$ cat config.mk
export PLATFORM = sky130hd
export DESIGN_NAME = store_drain
export DESIGN_NICKNAME = d
export VERILOG_FILES = /design/src/common/lsq_pkg.sv /design/src/store_buffer.sv /design/src/store_issue.sv /design/src/store_lane_format.sv /design/src/store_drain.sv
export SDC_FILE = /design/constraint.sdc
export NUM_CORES = 1
export LEC_CHECK = 0
export BUFFER_PORTS_ARGS = -buffer_cell sky130_fd_sc_hd__buf_4
export CAP_MARGIN = 20
export CORE_MARGIN = 4
export CORE_UTILIZATION = 32
export CTS_CLUSTER_SIZE = 10
export DETAILED_ROUTE_END_ITERATION = 12
export PLACE_DENSITY = 0.59
export SYNTH_ARGS = -nofsm -noshare
export SYNTH_HDL_FRONTEND = slang
export SYNTH_SLANG_ARGS = --single-unit
$ cat constraint.sdc
create_clock -name clk -period 14.77 [get_ports clk]
set_input_delay 1.477 -clock clk [delete_from_list [all_inputs] [get_ports clk]]
set_output_delay 1.477 -clock clk [all_outputs]
set_load 0.1 [all_outputs]
$ cat src/common/lsq_pkg.sv
`default_nettype none

package lsq_pkg;

  // store request fields
  typedef logic [15:0] addr_t;
  typedef logic [31:0] word_t;
  typedef logic [1:0]  size_t;

  // size codes, code 3 is not used
  localparam size_t SZ_BYTE = 2'd0;
  localparam size_t SZ_HALF = 2'd1;
  localparam size_t SZ_WORD = 2'd2;

  // one cache row is 8 banks of 4 bytes
  localparam int N_BANKS = 8;

  // bank number, addr[4:2]
  typedef logic [2:0] bank_t;

  // byte offset in a bank, addr[1:0]
  typedef logic [1:0] low_t;

  typedef logic [3:0] ben_t;
  typedef logic [N_BANKS-1:0] bank_mask_t;

  // hold request sources
  localparam int HOLD_W = 4;

endpackage

`default_nettype wire

$ cat src/store_buffer.sv
`timescale 1ns/1ps
`default_nettype none

module store_buffer #(
  parameter int DEPTH = 8
) (
  input  logic           clk,
  input  logic           reset,
  input  logic           push,
  input  lsq_pkg::addr_t push_addr,
  input  lsq_pkg::size_t push_size,
  input  lsq_pkg::word_t push_data,
  input  logic           pop0,
  input  logic           pop1,
  output logic           full,
  output logic           head0_valid,
  output lsq_pkg::addr_t head0_addr,
  output lsq_pkg::size_t head0_size,
  output lsq_pkg::word_t head0_data,
  output logic           head1_valid,
  output lsq_pkg::addr_t head1_addr,
  output lsq_pkg::size_t head1_size,
  output lsq_pkg::word_t head1_data
);

  localparam int PTR_W = $clog2(DEPTH);
  localparam logic [PTR_W:0] FULL_COUNT = (PTR_W + 1)'(DEPTH);

  lsq_pkg::addr_t addr_mem [DEPTH];
  lsq_pkg::size_t size_mem [DEPTH];
  lsq_pkg::word_t data_mem [DEPTH];

  logic [PTR_W-1:0] wr_ptr;
  logic [PTR_W-1:0] rd_ptr;
  logic [PTR_W-1:0] rd_ptr_1;
  logic [PTR_W:0]   count;
  logic [PTR_W:0]   count_next;
  logic [1:0]       pop_cnt;

  assign rd_ptr_1 = rd_ptr + 1'b1;
  assign pop_cnt  = {1'b0, pop0} + {1'b0, pop1};

  always_comb begin
    count_next = count;
    if (push) begin
      count_next = count_next + 1'b1;
    end
    count_next = count_next - {{(PTR_W - 1){1'b0}}, pop_cnt};
  end

  always_ff @(posedge clk) begin
    if (reset) begin
      wr_ptr <= '0;
      rd_ptr <= '0;
      count  <= '0;
      full   <= 1'b0;
    end else begin
      if (push) begin
        wr_ptr <= wr_ptr + 1'b1;
      end
      rd_ptr <= rd_ptr + {{(PTR_W - 2){1'b0}}, pop_cnt};
      count  <= count_next;
      full   <= (count_next == FULL_COUNT);
    end
  end

  // entry storage
  always_ff @(posedge clk) begin
    if (push) begin
      addr_mem[wr_ptr] <= push_addr;
      size_mem[wr_ptr] <= push_size;
      data_mem[wr_ptr] <= push_data;
    end
  end

  // two oldest entries
  assign head0_valid = (count != '0);
  assign head0_addr  = addr_mem[rd_ptr];
  assign head0_size  = size_mem[rd_ptr];
  assign head0_data  = data_mem[rd_ptr];

  assign head1_valid = (count > 1);
  assign head1_addr  = addr_mem[rd_ptr_1];
  assign head1_size  = size_mem[rd_ptr_1];
  assign head1_data  = data_mem[rd_ptr_1];

  a_no_push_when_full: assert property (
    @(posedge clk) disable iff (reset) push |-> !full
  );

  a_no_pop_when_absent: assert property (
    @(posedge clk) disable iff (reset)
      (pop0 |-> head0_valid) and (pop1 |-> head1_valid)
  );

endmodule

`default_nettype wire

$ cat src/store_issue.sv
`timescale 1ns/1ps
`default_nettype none

module store_issue (
  input  logic                       clk,
  input  logic                       reset,
  input  logic [lsq_pkg::HOLD_W-1:0] hold,
  input  logic                       dc_busy,
  input  logic                       head0_valid,
  input  lsq_pkg::addr_t             head0_addr,
  input  lsq_pkg::size_t             head0_size,
  input  lsq_pkg::word_t             head0_data,
  input  logic                       head1_valid,
  input  lsq_pkg::addr_t             head1_addr,
  input  lsq_pkg::size_t             head1_size,
  input  lsq_pkg::word_t             head1_data,
  output logic                       pop0,
  output logic                       pop1,
  output logic                       wr0_en,
  output logic                       wr1_en,
  output lsq_pkg::addr_t             wr0_addr,
  output lsq_pkg::addr_t             wr1_addr,
  output lsq_pkg::size_t             wr0_size,
  output lsq_pkg::size_t             wr1_size,
  output lsq_pkg::word_t             wr0_data,
  output lsq_pkg::word_t             wr1_data
);

  // banks touched by a store within the row
  function automatic lsq_pkg::bank_mask_t bank_mask(input lsq_pkg::addr_t addr,
                                                    input lsq_pkg::size_t size);
    logic [4:0] last_pos;
    lsq_pkg::bank_mask_t mask;
    case (size)
      lsq_pkg::SZ_BYTE: last_pos = addr[4:0];
      lsq_pkg::SZ_HALF: last_pos = addr[4:0] + 5'd1;
      default:          last_pos = addr[4:0] + 5'd3;
    endcase
    mask = '0;
    mask[addr[4:2]] = 1'b1;
    mask[last_pos[4:2]] = 1'b1;
    return mask;
  endfunction

  logic                busy_q;
  logic                stall;
  logic                fire0;
  logic                fire1;
  lsq_pkg::bank_mask_t mask0;
  lsq_pkg::bank_mask_t mask1;

  assign mask0 = bank_mask(head0_addr, head0_size);
  assign mask1 = bank_mask(head1_addr, head1_size);

  assign stall = (|hold) | busy_q;
  assign fire0 = head0_valid & ~stall;
  // second store only rides along on disjoint banks
  assign fire1 = fire0 & head1_valid & ((mask0 & mask1) == '0);

  assign pop0 = fire0;
  assign pop1 = fire1;

  always_ff @(posedge clk) begin
    if (reset) begin
      busy_q <= 1'b0;
      wr0_en <= 1'b0;
      wr1_en <= 1'b0;
    end else begin
      busy_q <= dc_busy;
      wr0_en <= fire0;
      wr1_en <= fire1;
    end
  end

  always_ff @(posedge clk) begin
    if (fire0) begin
      wr0_addr <= head0_addr;
      wr0_size <= head0_size;
      wr0_data <= head0_data;
    end
    if (fire1) begin
      wr1_addr <= head1_addr;
      wr1_size <= head1_size;
      wr1_data <= head1_data;
    end
  end

  a_head1_behind_head0: assert property (
    @(posedge clk) disable iff (reset) head1_valid |-> head0_valid
  );

endmodule

`default_nettype wire

$ cat src/store_lane_format.sv
`timescale 1ns/1ps
`default_nettype none

module store_lane_format (
  input  lsq_pkg::addr_t addr,
  input  lsq_pkg::size_t size,
  input  lsq_pkg::word_t data,
  output lsq_pkg::bank_t bgn_bank,
  output lsq_pkg::bank_t end_bank,
  output lsq_pkg::ben_t  bgn_ben,
  output lsq_pkg::ben_t  end_ben,
  output lsq_pkg::word_t lane_data
);

  lsq_pkg::low_t  low;
  lsq_pkg::ben_t  size_ben;
  logic [1:0]     last_off;
  logic [4:0]     end_pos;
  logic [7:0]     span;
  lsq_pkg::word_t byte_mask;
  lsq_pkg::word_t masked;
  logic [63:0]    rot;

  assign low      = addr[1:0];
  assign bgn_bank = addr[4:2];

  always_comb begin
    case (size)
      lsq_pkg::SZ_BYTE: size_ben = 4'b0001;
      lsq_pkg::SZ_HALF: size_ben = 4'b0011;
      lsq_pkg::SZ_WORD: size_ben = 4'b1111;
      default:          size_ben = 4'b1111;
    endcase
  end

  // last byte offset from the start
  assign last_off = {size_ben[3], size_ben[1]};

  // wraps inside the 32 byte row
  assign end_pos  = {bgn_bank, low} + {3'b000, last_off};
  assign end_bank = end_pos[4:2];

  // bytes over two adjacent banks
  assign span    = {4'b0000, size_ben} << low;
  assign bgn_ben = span[3:0];
  assign end_ben = (span[7:4] == 4'b0000) ? span[3:0] : span[7:4];

  assign byte_mask = {{8{size_ben[3]}}, {8{size_ben[2]}},
                      {8{size_ben[1]}}, {8{size_ben[0]}}};
  assign masked    = data & byte_mask;

  // rotate left by low bytes
  assign rot       = {masked, masked} << {low, 3'b000};
  assign lane_data = rot[63:32];

endmodule

`default_nettype wire

$ cat src/store_drain.sv
`timescale 1ns/1ps
`default_nettype none

module store_drain #(
  parameter int DEPTH = 8
) (
  input  logic                       clk,
  input  logic                       reset,
  input  logic                       push,
  input  lsq_pkg::addr_t             push_addr,
  input  lsq_pkg::size_t             push_size,
  input  lsq_pkg::word_t             push_data,
  input  logic [lsq_pkg::HOLD_W-1:0] hold,
  input  logic                       dc_busy,
  output logic                       full,
  output logic                       wr0_en,
  output lsq_pkg::addr_t             wr0_addr,
  output lsq_pkg::bank_t             wr0_bgn_bank,
  output lsq_pkg::bank_t             wr0_end_bank,
  output lsq_pkg::ben_t              wr0_bgn_ben,
  output lsq_pkg::ben_t              wr0_end_ben,
  output lsq_pkg::word_t             wr0_data,
  output logic                       wr1_en,
  output lsq_pkg::addr_t             wr1_addr,
  output lsq_pkg::bank_t             wr1_bgn_bank,
  output lsq_pkg::bank_t             wr1_end_bank,
  output lsq_pkg::ben_t              wr1_bgn_ben,
  output lsq_pkg::ben_t              wr1_end_ben,
  output lsq_pkg::word_t             wr1_data
);

  logic           head0_valid;
  lsq_pkg::addr_t head0_addr;
  lsq_pkg::size_t head0_size;
  lsq_pkg::word_t head0_data;
  logic           head1_valid;
  lsq_pkg::addr_t head1_addr;
  lsq_pkg::size_t head1_size;
  lsq_pkg::word_t head1_data;
  logic           pop0;
  logic           pop1;

  // registered store fields before lane formatting
  lsq_pkg::size_t wr0_size;
  lsq_pkg::size_t wr1_size;
  lsq_pkg::word_t wr0_store_data;
  lsq_pkg::word_t wr1_store_data;

  store_buffer #(
    .DEPTH(DEPTH)
  ) u_buffer (
    .clk        (clk),
    .reset      (reset),
    .push       (push),
    .push_addr  (push_addr),
    .push_size  (push_size),
    .push_data  (push_data),
    .pop0       (pop0),
    .pop1       (pop1),
    .full       (full),
    .head0_valid(head0_valid),
    .head0_addr (head0_addr),
    .head0_size (head0_size),
    .head0_data (head0_data),
    .head1_valid(head1_valid),
    .head1_addr (head1_addr),
    .head1_size (head1_size),
    .head1_data (head1_data)
  );

  store_issue u_issue (
    .clk        (clk),
    .reset      (reset),
    .hold       (hold),
    .dc_busy    (dc_busy),
    .head0_valid(head0_valid),
    .head0_addr (head0_addr),
    .head0_size (head0_size),
    .head0_data (head0_data),
    .head1_valid(head1_valid),
    .head1_addr (head1_addr),
    .head1_size (head1_size),
    .head1_data (head1_data),
    .pop0       (pop0),
    .pop1       (pop1),
    .wr0_en     (wr0_en),
    .wr1_en     (wr1_en),
    .wr0_addr   (wr0_addr),
    .wr1_addr   (wr1_addr),
    .wr0_size   (wr0_size),
    .wr1_size   (wr1_size),
    .wr0_data   (wr0_store_data),
    .wr1_data   (wr1_store_data)
  );

  store_lane_format u_lane0 (
    .addr     (wr0_addr),
    .size     (wr0_size),
    .data     (wr0_store_data),
    .bgn_bank (wr0_bgn_bank),
    .end_bank (wr0_end_bank),
    .bgn_ben  (wr0_bgn_ben),
    .end_ben  (wr0_end_ben),
    .lane_data(wr0_data)
  );

  store_lane_format u_lane1 (
    .addr     (wr1_addr),
    .size     (wr1_size),
    .data     (wr1_store_data),
    .bgn_bank (wr1_bgn_bank),
    .end_bank (wr1_end_bank),
    .bgn_ben  (wr1_bgn_ben),
    .end_ben  (wr1_end_ben),
    .lane_data(wr1_data)
  );

endmodule

`default_nettype wire

==> results.md, run 1 <==
- Maximum root-to-sink buffer count: 3
- CTS tree: done
- Placed insts: 2494
- Sw frac: 22.9%
- Total gr overflow: 0
- Status: complete, no violations
- Initial DRC Count: 1114
- Clock share of power: 38.7%
- Final TNS setup: 0 ns
- Initial antenna violation count: 8
- Comb power frac: 9.5%
- Fill count: 6848
- Fin util: 37.6%
- Clock Latency Late Sink: 0.61 ns
- Total CTS buffers: 58
- Die width: 282 µm
- Die area: 79300 µm²
- Max Fanout on Critical Path: 62
- Lkg Pwr: 9.10 nW
- Synth top area share: 62.7%
- Core footprint: 74300 µm²
- Hold WC Path Type: reg2reg
- Final Hold Violating Endpoints: 0
- Worst setup EP type: register
- Layout cells sized above 1: 34.9%
- Top_reg_cell synth: edfxtp_1
- Netlist Area Pre-Place: 23900 µm²
- Pwr/cell area: 115 nW/µm²
- Final Wtd Congestion: 0.780
- WL final: 63100 µm
- Max Cap Violations: 0
- Final #Nets: 1659
- Avg Inst Size Synth: 16.8 µm²
- Synth-to-layout area growth: 16.8%
- Synth area leader: edfxtp_1
- Worst slew pin tran: 1.12 ns
- DRT antenna net count: 0
- Headroom to the max-slew limit: 25.1%
- Vias in the first global route: 14000
- Max-slew violations: 0
- Seq/Total Area, Yosys: 63.9%
- GRT Total Usage: 15.7%
- Final setup vio count: 0
- Initial Util: 32.2%
- Min Clock Period, post-route: 6.79 ns
- Setup Buffers After CTS: 0
- Worst setup SP type: register
- CP arrival: 7.32 ns
- CP dominant cell by count: ha_1
- Ys Warns: 0
- Top-level I/O count: 185
- Number of clock sinks: 514
- Sequential share of power: 51.8%
- Hold buffer count at cts: 0
- Count of different cell masters after synthesis: 59
- Root Driver: clkbuf_16
- I/O Buffers: 184
- Period utilization: 46.0%
- First-pass GRT wire length: 92900 µm
- Worst Path Required: 15.30 ns
- Via count: 13700
- DRC: 0
- H-tree levels: 2
- Fmax: 147 MHz
- Max incr delay on CP: 0.89 ns
- Post-synth EDFFs: 500
- Crit path cell chain: ha_4 > buf_4 > mux4_2 > nand2_1 > nand2_1 > ha_1 > and3_1 > o32ai_4 > a21oi_2 > nand3_1 > o221ai_2 > nor4_2 > buf_4 > ha_1 > inv_1 > ha_1 > a21oi_1 > a21oi_1 > nor3b_1 > and4b_1
- Row Count: 100
- Largest cells by area after synthesis: edfxtp_1 (63%), mux4_2 (18%), nand2_1 (3.4%), mux2_2 (3.1%), mux2i_1 (1.3%)
- P_sw: 0.000738 W
- Pin count of the biggest net entering global routing: 151
- Non-Filler Instances: 2572
- Reg clk slew, reported paths: 0.06 ns
- Die Y-Extent: 282 µm
- DP HPWL: 39500 µm
- # resized after CTS: 0
- Syn_nets: 1495
- Internal power: 0.00248 W
- CP max stage cell: buf_4
- WHS: 0.545 ns
- Initial DRT Pass Iterations: 6
- Number of synthesized register bits: 514
- Vias per cell: 5.34
- RSZ-0062 raised after global routing: no
- Setup Crit Path Kind: reg2reg
- Clock skew: 0.0243 ns
- Asr flop ratio synth: 0%
- VDD IR max: 0.0000815 V
- Routed WL per cell: 24.5 µm
- Post-Syn Instances: 1422
## path summary, 6_finish.rpt
kind / depth (start not counted) / start / slack [ns] / end
max: 20 / u_buffer.rd_ptr[0] / 7.98 / u_buffer.full
min: 2 / u_buffer.wr_ptr[2] / 0.55 / u_buffer.wr_ptr[2]
max reg2reg: 20 / u_buffer.rd_ptr[0] / 7.98 / u_buffer.full
min reg2reg: 2 / u_buffer.wr_ptr[2] / 0.55 / u_buffer.wr_ptr[2]
## logic make-up (layout without fill, tap and decap cells)
logic type | Yosys count | after routing | synth area share (%)
xor gates and xnor gates | 20 | 20 | 0.763
DFF | 514 | 514 | 63.9
other | 0 | 4 | 0
AOI/OAI and AO/OA | 111 | 111 | 3.06
adders and majority gates | 15 | 15 | 0.846
buffers and inverters | 117 | 294 | 2.16
and+or+nand+nor | 342 | 342 | 5.99
muxes | 303 | 303 | 23.3
## sequential cells by signal (all words and copies together) (netlist names)
signal,cells
u_issue.wr1_data,32
u_buffer.rd_ptr,3
u_buffer.count,4
u_issue.wr1_en,1
u_buffer.size_mem,16
u_buffer.data_mem,256
u_buffer.full,1
u_issue.wr1_addr,16
u_issue.wr0_en,1
u_issue.wr0_data,32
u_issue.wr1_size,2
u_issue.wr0_addr,16
u_issue.busy_q,1
u_issue.wr0_size,2
u_buffer.addr_mem,128
u_buffer.wr_ptr,3
## placed cells by master, fill, tap and decap left out, types with 3 or more instances in the layout
cell type and count:
a21oi_1 38, a22oi_1 16, a32o_1 4, a32oi_1 9, buf_4 205, clkbuf_1 9
clkbuf_16 58, dfxtp_1 11, dfxtp_4 3, diode_2 4, edfxtp_1 500, ha_1 12
inv_1 11, mux2_1 9, mux2_2 66, mux2i_1 31, mux4_2 196, nand2_1 219
nand2b_1 10, nand3_1 16, nor2_1 54, nor2_4 6, nor2b_1 8, nor3_1 5
nor3b_1 3, o21ai_0 28, o31ai_1 4, xnor2_1 15, xor2_1 3
## worst max-delay path, delay by kind of cell, from the launching register on
kind	cells	cell delay [ns]
AOI/OAI and AO/OA	5	0.87
adders and majority gates	4	1.70
buffers and inverters	3	1.59
DFF	1	0.77
muxes	1	0.42
and+or+nand+nor	7	1.24
## Yosys cell counts, drive strengths merged, types with 10 or more instances
| cell | instances |
|---|---|
| dfxtp | 14 |
| a21oi | 39 |
| mux2i | 31 |
| o21ai | 29 |
| buf | 51 |
| nand2b | 10 |
| mux4 | 196 |
| clkbuf | 52 |
| ha | 13 |
| a22oi | 16 |
| inv | 13 |
| edfxtp | 500 |
| xnor2 | 16 |
| mux2 | 76 |
| nand2 | 219 |
| nor2 | 60 |
| nand3 | 16 |
## routing by layer
metal	global-route usage (%)	vias to the layer above	wire length [µm]	share of wire, %
li1	-	5960	-	-
met1	20.3	7163	25800	41
met2	26.5	511	31100	49
met3	4.04	92	4630	7.3
met4	4.40	2	1620	2.6
met5	0	-	9	0.014
## power groups by stage
stage / Clock (W) / Sequential, W / Combinational (W)
CTS: 0.00127 / 0.00167 / 0.000308
floorplan: 0 / 0.00170 / 0.000201
detailed placement: 0 / 0.00169 / 0.000307
global route: 0.00134 / 0.00167 / 0.000326
finish: 0.00125 / 0.00167 / 0.000305
global placement: 0 / 0.00169 / 0.000302
## cell type report
cell class                 count  area, µm²  share of cell area (%)
inverter                      14       52.6                   0.188
multi-input combinational    791       8240                    29.5
clock buffer                  68       1500                    5.36
timing repair buffer         207       1580                    5.64
sequential                   514      15300                    54.7
tap                          969       1210                    4.33
antenna                        4       10.0                  0.0358
clock inverter                 5       80.1                   0.286
## stage by stage
step                setup WS [ns]  area (µm²)  power [W]
floorplan                    1.93       23900    0.00190
global placement             8.13       26400    0.00199
detailed placement           7.92       26400    0.00200
CTS                          7.90       27900    0.00325
global route                 7.51       28000    0.00333
finish                       7.98       28000    0.00322
(Power assumes the default switching activity.)
==> inputs of run 2 (changes only) <==
--- a/config.mk
+++ b/config.mk
@@ -5,13 +5,14 @@
 export SDC_FILE = /design/constraint.sdc
 export NUM_CORES = 1
 export LEC_CHECK = 0
+export ABC_AREA = 1
 export BUFFER_PORTS_ARGS = -buffer_cell sky130_fd_sc_hd__buf_4
 export CAP_MARGIN = 20
 export CORE_MARGIN = 4
 export CORE_UTILIZATION = 32
 export CTS_CLUSTER_SIZE = 10
 export DETAILED_ROUTE_END_ITERATION = 12
-export PLACE_DENSITY = 0.59
+export PLACE_DENSITY = 0.6
 export SYNTH_ARGS = -nofsm -noshare
 export SYNTH_HDL_FRONTEND = slang
 export SYNTH_SLANG_ARGS = --single-unit
==> constraint.sdc (replaced) <==
create_clock -name clk -period 5.9 [get_ports clk]
set_input_delay 0.59 -clock clk [delete_from_list [all_inputs] [get_ports clk]]
set_output_delay 0.59 -clock clk [all_outputs]
set_load 0.1 [all_outputs]
==> run 2 against run 1 <==
Net effect: global-route usage is 1.3 points higher; combinational power rose by 140%; non-clock buffer count rose by 6; count of clock-buffer cells in the layout grew 2; flip-flop and latch count unchanged; largest cell class unchanged; die area rose by 3.8%; utilization decreased by 0.58 points; cell area increased by 2.3%; worst hold slack got worse by 0.37 ns; critical path type unchanged; worst setup slack worse by 6.8 ns; cell count up 45%.
==> results.md, run 2 <==
- Sequential share of power: 52.0% (+0.2 points)
- Max incr delay on CP: 0.87 ns (-0.02 ns)
- Synth top area share: 60.3% (-2.4 points)
- Worst Path Required: 6.44 ns (-8.86 ns)
- Top-level I/O count: 185 (unchanged)
- Most instantiated library cell after synthesis: edfxtp_1
- Clock skew: 0.0121 ns (-0.0122 ns)
- Post-Syn Instances: 2579 (+81%)
- Max Cap Violations: 0 (unchanged)
- Min Clock Period, post-route: 4.75 ns (-2.04 ns)
- P_sw: 0.00192 W (+160%)
- Routed WL per cell: 19.7 µm (-20%)
- Ys Warns: 0 (unchanged)
- Setup Buffers After CTS: 0 (unchanged)
- FF-to-FF setup slack: 1.15 ns (-6.83 ns)
- Netlist Area Pre-Place: 24900 µm² (+3.9%)
- Syn_nets: 2652 (+77%)
- Setup Crit Path Kind: reg2reg
- Comb power frac: 9.4% (about the same)
- Worst slew pin tran: 1.11 ns (-0.00814 ns)
- Asr flop ratio synth: 0% (unchanged)
- RSZ-0062 raised after global routing: no
- Max-slew violations: 0 (unchanged)
- Fin area: 28600 µm² (+2.3%)
- Max reg flops: 256 (unchanged)
- H-tree levels: 2 (unchanged)
- WL final: 73100 µm (+16%)
- Internal power: 0.00605 W (+140%)
- DP Worst Slack: 1.20 ns (-6.72 ns)
- VDD IR max: 0.000209 V (+160%)
- Largest cells by area after synthesis: edfxtp_1 (60%), o21ai_0 (8.9%), nand2_1 (6.5%), a21oi_1 (4.5%), inv_1 (3.8%)
- Worst setup margin: 1.15 ns (-6.83 ns)
- Most common cell after layout, fill and taps aside: edfxtp_1
- Final Hold Violating Endpoints: 0 (unchanged)
- Initial antenna violation count: 9 (+1)
- Die width: 287 µm (+1.9%)
- Commonest non-fill, non-tap cells in the layout: edfxtp_1 (500), o21ai_0 (442), nand2_1 (433), inv_1 (250), a21oi_1 (226)
- Final setup vio count: 0 (unchanged)
- Post-synth EDFFs: 500 (unchanged)
- Vias per cell: 5.12 (-4.0%)
- Vias in the first global route: 17600 (+26%)
- Status: complete, no violations
- Worst setup SP type: register
- Final Wtd Congestion: 0.851 (+9.1%)
- Biggest regs: u_buffer.data_mem x256, u_buffer.addr_mem x128
- I/O Buffers: 184 (unchanged)
- Reg clk slew, reported paths: 0.06 ns (about the same)
- WHS: 0.178 ns (-0.367 ns)
- Initial DRT Pass Iterations: 6 (unchanged)
- CP max stage cell: dfxtp_4
- Total gr overflow: 0 (unchanged)
- Final TNS setup: 0 ns (unchanged)
- Lkg Pwr: 10.3 nW (+13%)
- Max Fanout on Critical Path: 76 (+23%)
- DRT antenna net count: 0 (unchanged)
- Commonest cells post-synth: edfxtp_1 (500), o21ai_0 (442), nand2_1 (433), inv_1 (252), a21oi_1 (226)
- Pin count of the biggest net entering global routing: 240 (+59%)
- Layout cells sized above 1: 11.2% (-24 points)
- DRC: 0 (unchanged)
- Number of synthesized register bits: 514 (unchanged)
- CTS tree: done
- Synth-to-layout area growth: 15.0%
- Synth area leader: edfxtp_1
- Hold WC Path Type: in2reg
- Via count: 19100 (+39%)
- Placed cell areas: 27100 µm² (+2.6%)
- Worst setup EP type: register
- Hold buffer count at cts: 0 (unchanged)
- Root Driver: clkbuf_16
- Number of clock sinks: 514 (unchanged)
- Maximum root-to-sink buffer count: 3 (unchanged)
- Fmax: 211 MHz (+43%)
- Sw frac: 24.1% (+1.1 points)
- Clock share of power: 38.7% (about the same)
- Row Count: 102 (+2.0%)
- Largest Register: u_buffer.data_mem
- Seq/Total Area, Yosys: 61.5% (-2.4 points)
- Avg Inst Size Synth: 9.65 µm² (-43%)
- Initial Util: 32.2% (about the same)
- Die Y-Extent: 287 µm (+1.9%)
- Crit path cell chain: ha_4 > clkinv_2 > nand3_1 > nand2_1 > o21ai_2 > nand2_1 > ha_1 > nand3_1 > nand2_1 > nand2_1 > o21ai_1 > nand2_1 > nand2_1 > nor2_4 > ha_1 > ha_1 > inv_1 > fa_1 > xor2_1 > nand3_1 > nor3_1
- # resized after CTS: 0 (unchanged)
- CP arrival: 5.28 ns (-2.04 ns)
- Core footprint: 77200 µm² (+3.9%)
- Die area: 82300 µm² (+3.8%)
- Final #Nets: 2736 (+65%)
- Period utilization: 80.4% (+34 points)
- DP HPWL: 44800 µm (+13%)
- Top_reg_cell synth: edfxtp_1
- Headroom to the max-slew limit: 25.8% (+0.72 points)
- Total CTS buffers: 57 (-1.7%)
- First-pass GRT wire length: 108000 µm (+16%)
- Initial DRC Count: 1832 (+64%)
- Clock Latency Late Sink: 0.62 ns (about the same)
- CP dominant cell by count: nand2_1
- Pwr/cell area: 278 nW/µm² (+140%)
- Count of different cell masters after synthesis: 33 (-44%)
- GRT Total Usage: 17.1% (+1.3 points)
run 2: cell types whose count changed after synthesis, moves of 151 or more:
cell,previous run,this run
o21ai_0,28,442
nor2_1,60,211
inv_1,11,252
mux4_2,196,0
nand2_1,219,433
a21oi_1,38,226
run 2: critical path, delay by kind of cell, from the launching register on:
| family | cells | cell delay [ns] |
|---|---|---|
| AO/OA/AOI/OAI | 2 | 0.31 |
| XOR/XNOR | 1 | 0.20 |
| adder cells (fa/ha/maj) | 5 | 1.56 |
| buffers and inverters | 2 | 0.54 |
| flip-flops | 1 | 0.87 |
| AND/OR/NAND/NOR | 11 | 1.17 |
run 2: kinds of logic (layout without fill, tap and decap cells):
logic type	Yosys count	after routing	share of synthesized area [%]
compound gates	858	858	18.5
simple gates	735	735	11.6
flops	514	514	61.5
buf+inv	446	544	7.26
fa+ha+maj	15	15	0.814
xor+xnor	11	11	0.417
other cells	0	4	0
run 2: worst paths after layout:
path,end,start,cells after the start
setup / recovery,u_buffer.full,u_buffer.rd_ptr[0],21
hold / removal,u_issue.busy_q,dc_busy,3
setup reg to reg,u_buffer.full,u_buffer.rd_ptr[0],21
hold reg to reg,u_buffer.wr_ptr[0],u_buffer.wr_ptr[0],2
run 2: metrics by stage:
step / power (W) / util (%) / std cells
floorplan: 0.00471 / - / 2579
global placement: 0.00494 / 35.1 / 3644
detailed placement: 0.00495 / 35.1 / 3644
CTS: 0.00803 / 37.0 / 3717
global route: 0.00825 / 37.1 / 3718
finish: 0.00796 / 37.1 / 3721
run 2: area by class of cell:
class | instances | area (µm²)
multi-input combinational | 1619 | 7880
clock inverter | 3 | 41.3
timing repair buffer | 213 | 1610
fill | 7598 | 48600
tap | 1040 | 1300
sequential | 514 | 15300
clock buffer | 70 | 1500
antenna | 4 | 10.0
inverter | 258 | 977
run 2: power groups by stage:
stage | sequential [W] | clock, W | combinational, W
2_1_floorplan | 0.00423 | 0 | 0.000481
3_3_place_gp | 0.00421 | 0 | 0.000733
3_5_place_dp | 0.00421 | 0 | 0.000742
4_1_cts | 0.00414 | 0.00315 | 0.000743
5_1_grt | 0.00414 | 0.00329 | 0.000815
6_report | 0.00414 | 0.00308 | 0.000746
run 2: per-layer routing:
metal / up-vias / global-route usage, % / wire length, µm
li1: 9144 / - / -
met1: 9093 / 22.9 / 31200
met2: 714 / 28.3 / 34400
met3: 112 / 3.10 / 5750
met4: 6 / 5.10 / 1750
met5: - / 0 / 41
==> inputs of run 3 (changes only) <==
--- a/config.mk
+++ b/config.mk
@@ -12,7 +12,7 @@
 export CORE_UTILIZATION = 32
 export CTS_CLUSTER_SIZE = 10
 export DETAILED_ROUTE_END_ITERATION = 12
-export PLACE_DENSITY = 0.6
+export PLACE_DENSITY = 0.59
 export SYNTH_ARGS = -nofsm -noshare
 export SYNTH_HDL_FRONTEND = slang
 export SYNTH_SLANG_ARGS = --single-unit
==> constraint.sdc (replaced) <==
create_clock -name clk -period 4.45 [get_ports clk]
set_input_delay 0.445 -clock clk [delete_from_list [all_inputs] [get_ports clk]]
set_output_delay 0.445 -clock clk [all_outputs]
set_load 0.1 [all_outputs]
==> run 3 against run 2 <==
Net effect: register-to-register slack got worse by 0.58 ns; cell count increased by 0.24%; highest routed layer unchanged; critical endpoint unchanged; first-iteration DRC count decreased by 2.1%; clock skew increased by 0.011 ns; combinational power increased by 37%; sequential share of layout area decreased by 0.29 points; wire length increased by 1.1%; count of clock-buffer cells in the layout increased by 2; utilization increased by 0.20 points; non-clock buffer count increased by 10.
==> results.md, run 3 (synthesis gave the netlist of run 2 again) <==
- Fill count: 7546 (-0.68%)
- Max reg flops: 256 (unchanged)
- Setup Buffers After CTS: 0 (unchanged)
- FF-to-FF setup slack: 0.57 ns (-0.58 ns)
- Top-level I/O count: 185 (unchanged)
- Largest Register: u_buffer.data_mem
- Clock skew: 0.0236 ns (+0.0115 ns)
- Initial antenna violation count: 7 (-2)
- RSZ-0062 raised after global routing: no
- Root Driver: clkbuf_16
- Lkg Pwr: 10.4 nW (+0.56%)
- I/O Buffers: 184 (unchanged)
- R2R Path End: u_buffer.full
- Number of clock sinks: 514 (unchanged)
- Final setup vio count: 0 (unchanged)
- Setup Crit Path Kind: reg2reg
- WL final: 74000 µm (+1.1%)
- Initial DRT Pass Iterations: 6 (unchanged)
- Die area: 82300 µm² (unchanged)
- Final #Nets: 2746 (+0.37%)
- DP HPWL: 45500 µm (+1.6%)
- Maximum root-to-sink buffer count: 3 (unchanged)
- Hold WC Path Type: in2reg
- Row Count: 102 (unchanged)
- CP startpoint: u_buffer.rd_ptr[0]
- Reg clk slew, reported paths: 0.06 ns (about the same)
- H-tree levels: 2 (unchanged)
- Commonest non-fill, non-tap cells in the layout: edfxtp_1 (500), o21ai_0 (442), nand2_1 (433), inv_1 (250), a21oi_1 (226)
- CP arrival: 4.42 ns (-0.86 ns)
- Pin count of the biggest net entering global routing: 141 (-41%)
- Fin util: 37.3% (+0.20 points)
- Synth-to-layout area growth: 15.6%
- Final Wtd Congestion: 0.881 (+3.5%)
- Vias per cell: 5.14 (+0.29%)
- Core footprint: 77200 µm² (unchanged)
- Total gr overflow: 0 (unchanged)
- GRT Total Usage: 17.5% (+0.38 points)
- VDD IR max: 0.000265 V (+27%)
- Worst setup SP type: register
- Routed WL per cell: 19.8 µm (+0.89%)
- Min Clock Period, post-route: 3.88 ns (-0.867 ns)
- Layout cells sized above 1: 11.6% (+0.40 points)
- Worst slew pin tran: 1.08 ns (-0.0317 ns)
- Total CTS buffers: 57 (unchanged)
- Max Fanout on Critical Path: 17 (-78%)
- R2r worst-path depth: 21 (unchanged)
- CTS tree: done
- Max Cap Violations: 0 (unchanged)
- # resized after CTS: 0 (unchanged)
- Hold buffer count at cts: 1 (+1)
- Crit path to: u_buffer.full
- Clock Latency Late Sink: 0.63 ns (about the same)
- Initial Util: 32.2% (unchanged)
- Max-slew violations: 0 (unchanged)
- Final Hold Violating Endpoints: 0 (unchanged)
- Worst Path Required: 4.99 ns (-1.45 ns)
- First-pass GRT wire length: 110000 µm (+2.1%)
- Hold depth: 1 (-2)
- DRT antenna net count: 0 (unchanged)
- Vias in the first global route: 17600 (+0.028%)
- Pwr/cell area: 369 nW/µm² (+33%)
- Status: complete, no violations
- Period utilization: 87.2% (+6.7 points)
- DRC: 0 (unchanged)
- WHS: 0.0425 ns (-0.135 ns)
- Via count: 19200 (+0.53%)
- Headroom to the max-slew limit: 27.9% (+2.1 points)
- Die width: 287 µm (unchanged)
- Biggest regs: u_buffer.data_mem x256, u_buffer.addr_mem x128
- Fmax: 258 MHz (+22%)
- Die Y-Extent: 287 µm (unchanged)
- Initial DRC Count: 1794 (-2.1%)
- Most common cell after layout, fill and taps aside: edfxtp_1
- Worst setup EP type: register
- Reg2reg start: u_buffer.rd_ptr[0]
run 3: cell count changes in the layout (fill, tap and decap cells not counted), moves of 2 or more:
cell      previous run  this run
buf_12               1         5
buf_4              212       217
clkbuf_1            12        15
diode_2              4         1
o22ai_1             35        33
o22ai_2              0         2
run 3: cell type report:
cell class                 count  area, µm²  area share (%)
sequential                   514      15300            53.2
multi-input combinational   1619       7900            27.5
timing repair buffer         223       1740            6.04
clock buffer                  72       1480            5.15
tap                         1040       1300            4.52
inverter                     258        977            3.40
clock inverter                 3       66.3           0.230
antenna                        1       2.50         0.00870
run 3: routing by layer:
layer	routed length [µm]	global-route usage, %	vias up
li1	-	-	9183
met2	34500	28.8	753
met3	6750	4.27	125
met1	30600	22.9	9103
met4	2020	5.13	6
met5	38	0	-
run 3: worst max-delay path: stages (launching register included):
cell,delay (ns)
dfxtp_4,0.40
ha_4,0.38
clkinv_2,0.27
a21oi_1,0.20
o21ai_0,0.10
nand3_1,0.10
nand2_1,0.10
ha_1,0.29
nand3_1,0.07
nand2_1,0.10
nand2_1,0.08
o21ai_1,0.12
nand2_1,0.06
nand2_1,0.13
nor2_4,0.06
ha_4,0.27
ha_1,0.13
inv_1,0.06
fa_1,0.41
xor2_1,0.21
nand3_1,0.09
nor3_1,0.16
run 3: stage by stage:
step                total power (W)  cell area (µm²)  cells  setup WS [ns]  setup TNS [ns]
global route                 0.0110            28800   3729          0.167               0
global placement            0.00658            27200   3653          0.710               0
CTS                          0.0107            28800   3729          0.616               0
detailed placement          0.00659            27200   3653          0.649               0
floorplan                   0.00624            24900   2579        -0.0296         -0.0296
finish                       0.0106            28800   3730          0.571               0
run 3: worst min-delay path by stage:
| stage | start | endpoint |
|---|---|---|
| floorplan | u_buffer.wr_ptr[0] | u_buffer.wr_ptr[0] |
| global placement | u_buffer.wr_ptr[0] | u_buffer.wr_ptr[0] |
| detailed placement | u_buffer.wr_ptr[0] | u_buffer.wr_ptr[0] |
| CTS | push_addr[13] | u_buffer.addr_mem[1][13] |
| global route | push_addr[13] | u_buffer.addr_mem[1][13] |
| finish | push_addr[13] | u_buffer.addr_mem[1][13] |
run 3: where the power goes:
| part | switching [W] | internal (W) | leakage, nW | total, W |
|---|---|---|---|---|
| Clock | 0.00181 | 0.00231 | 0.748 | 0.00412 |
| Combinational | 0.000755 | 0.000262 | 4.97 | 0.00102 |
| Sequential | 0.0000389 | 0.00544 | 4.65 | 0.00548 |
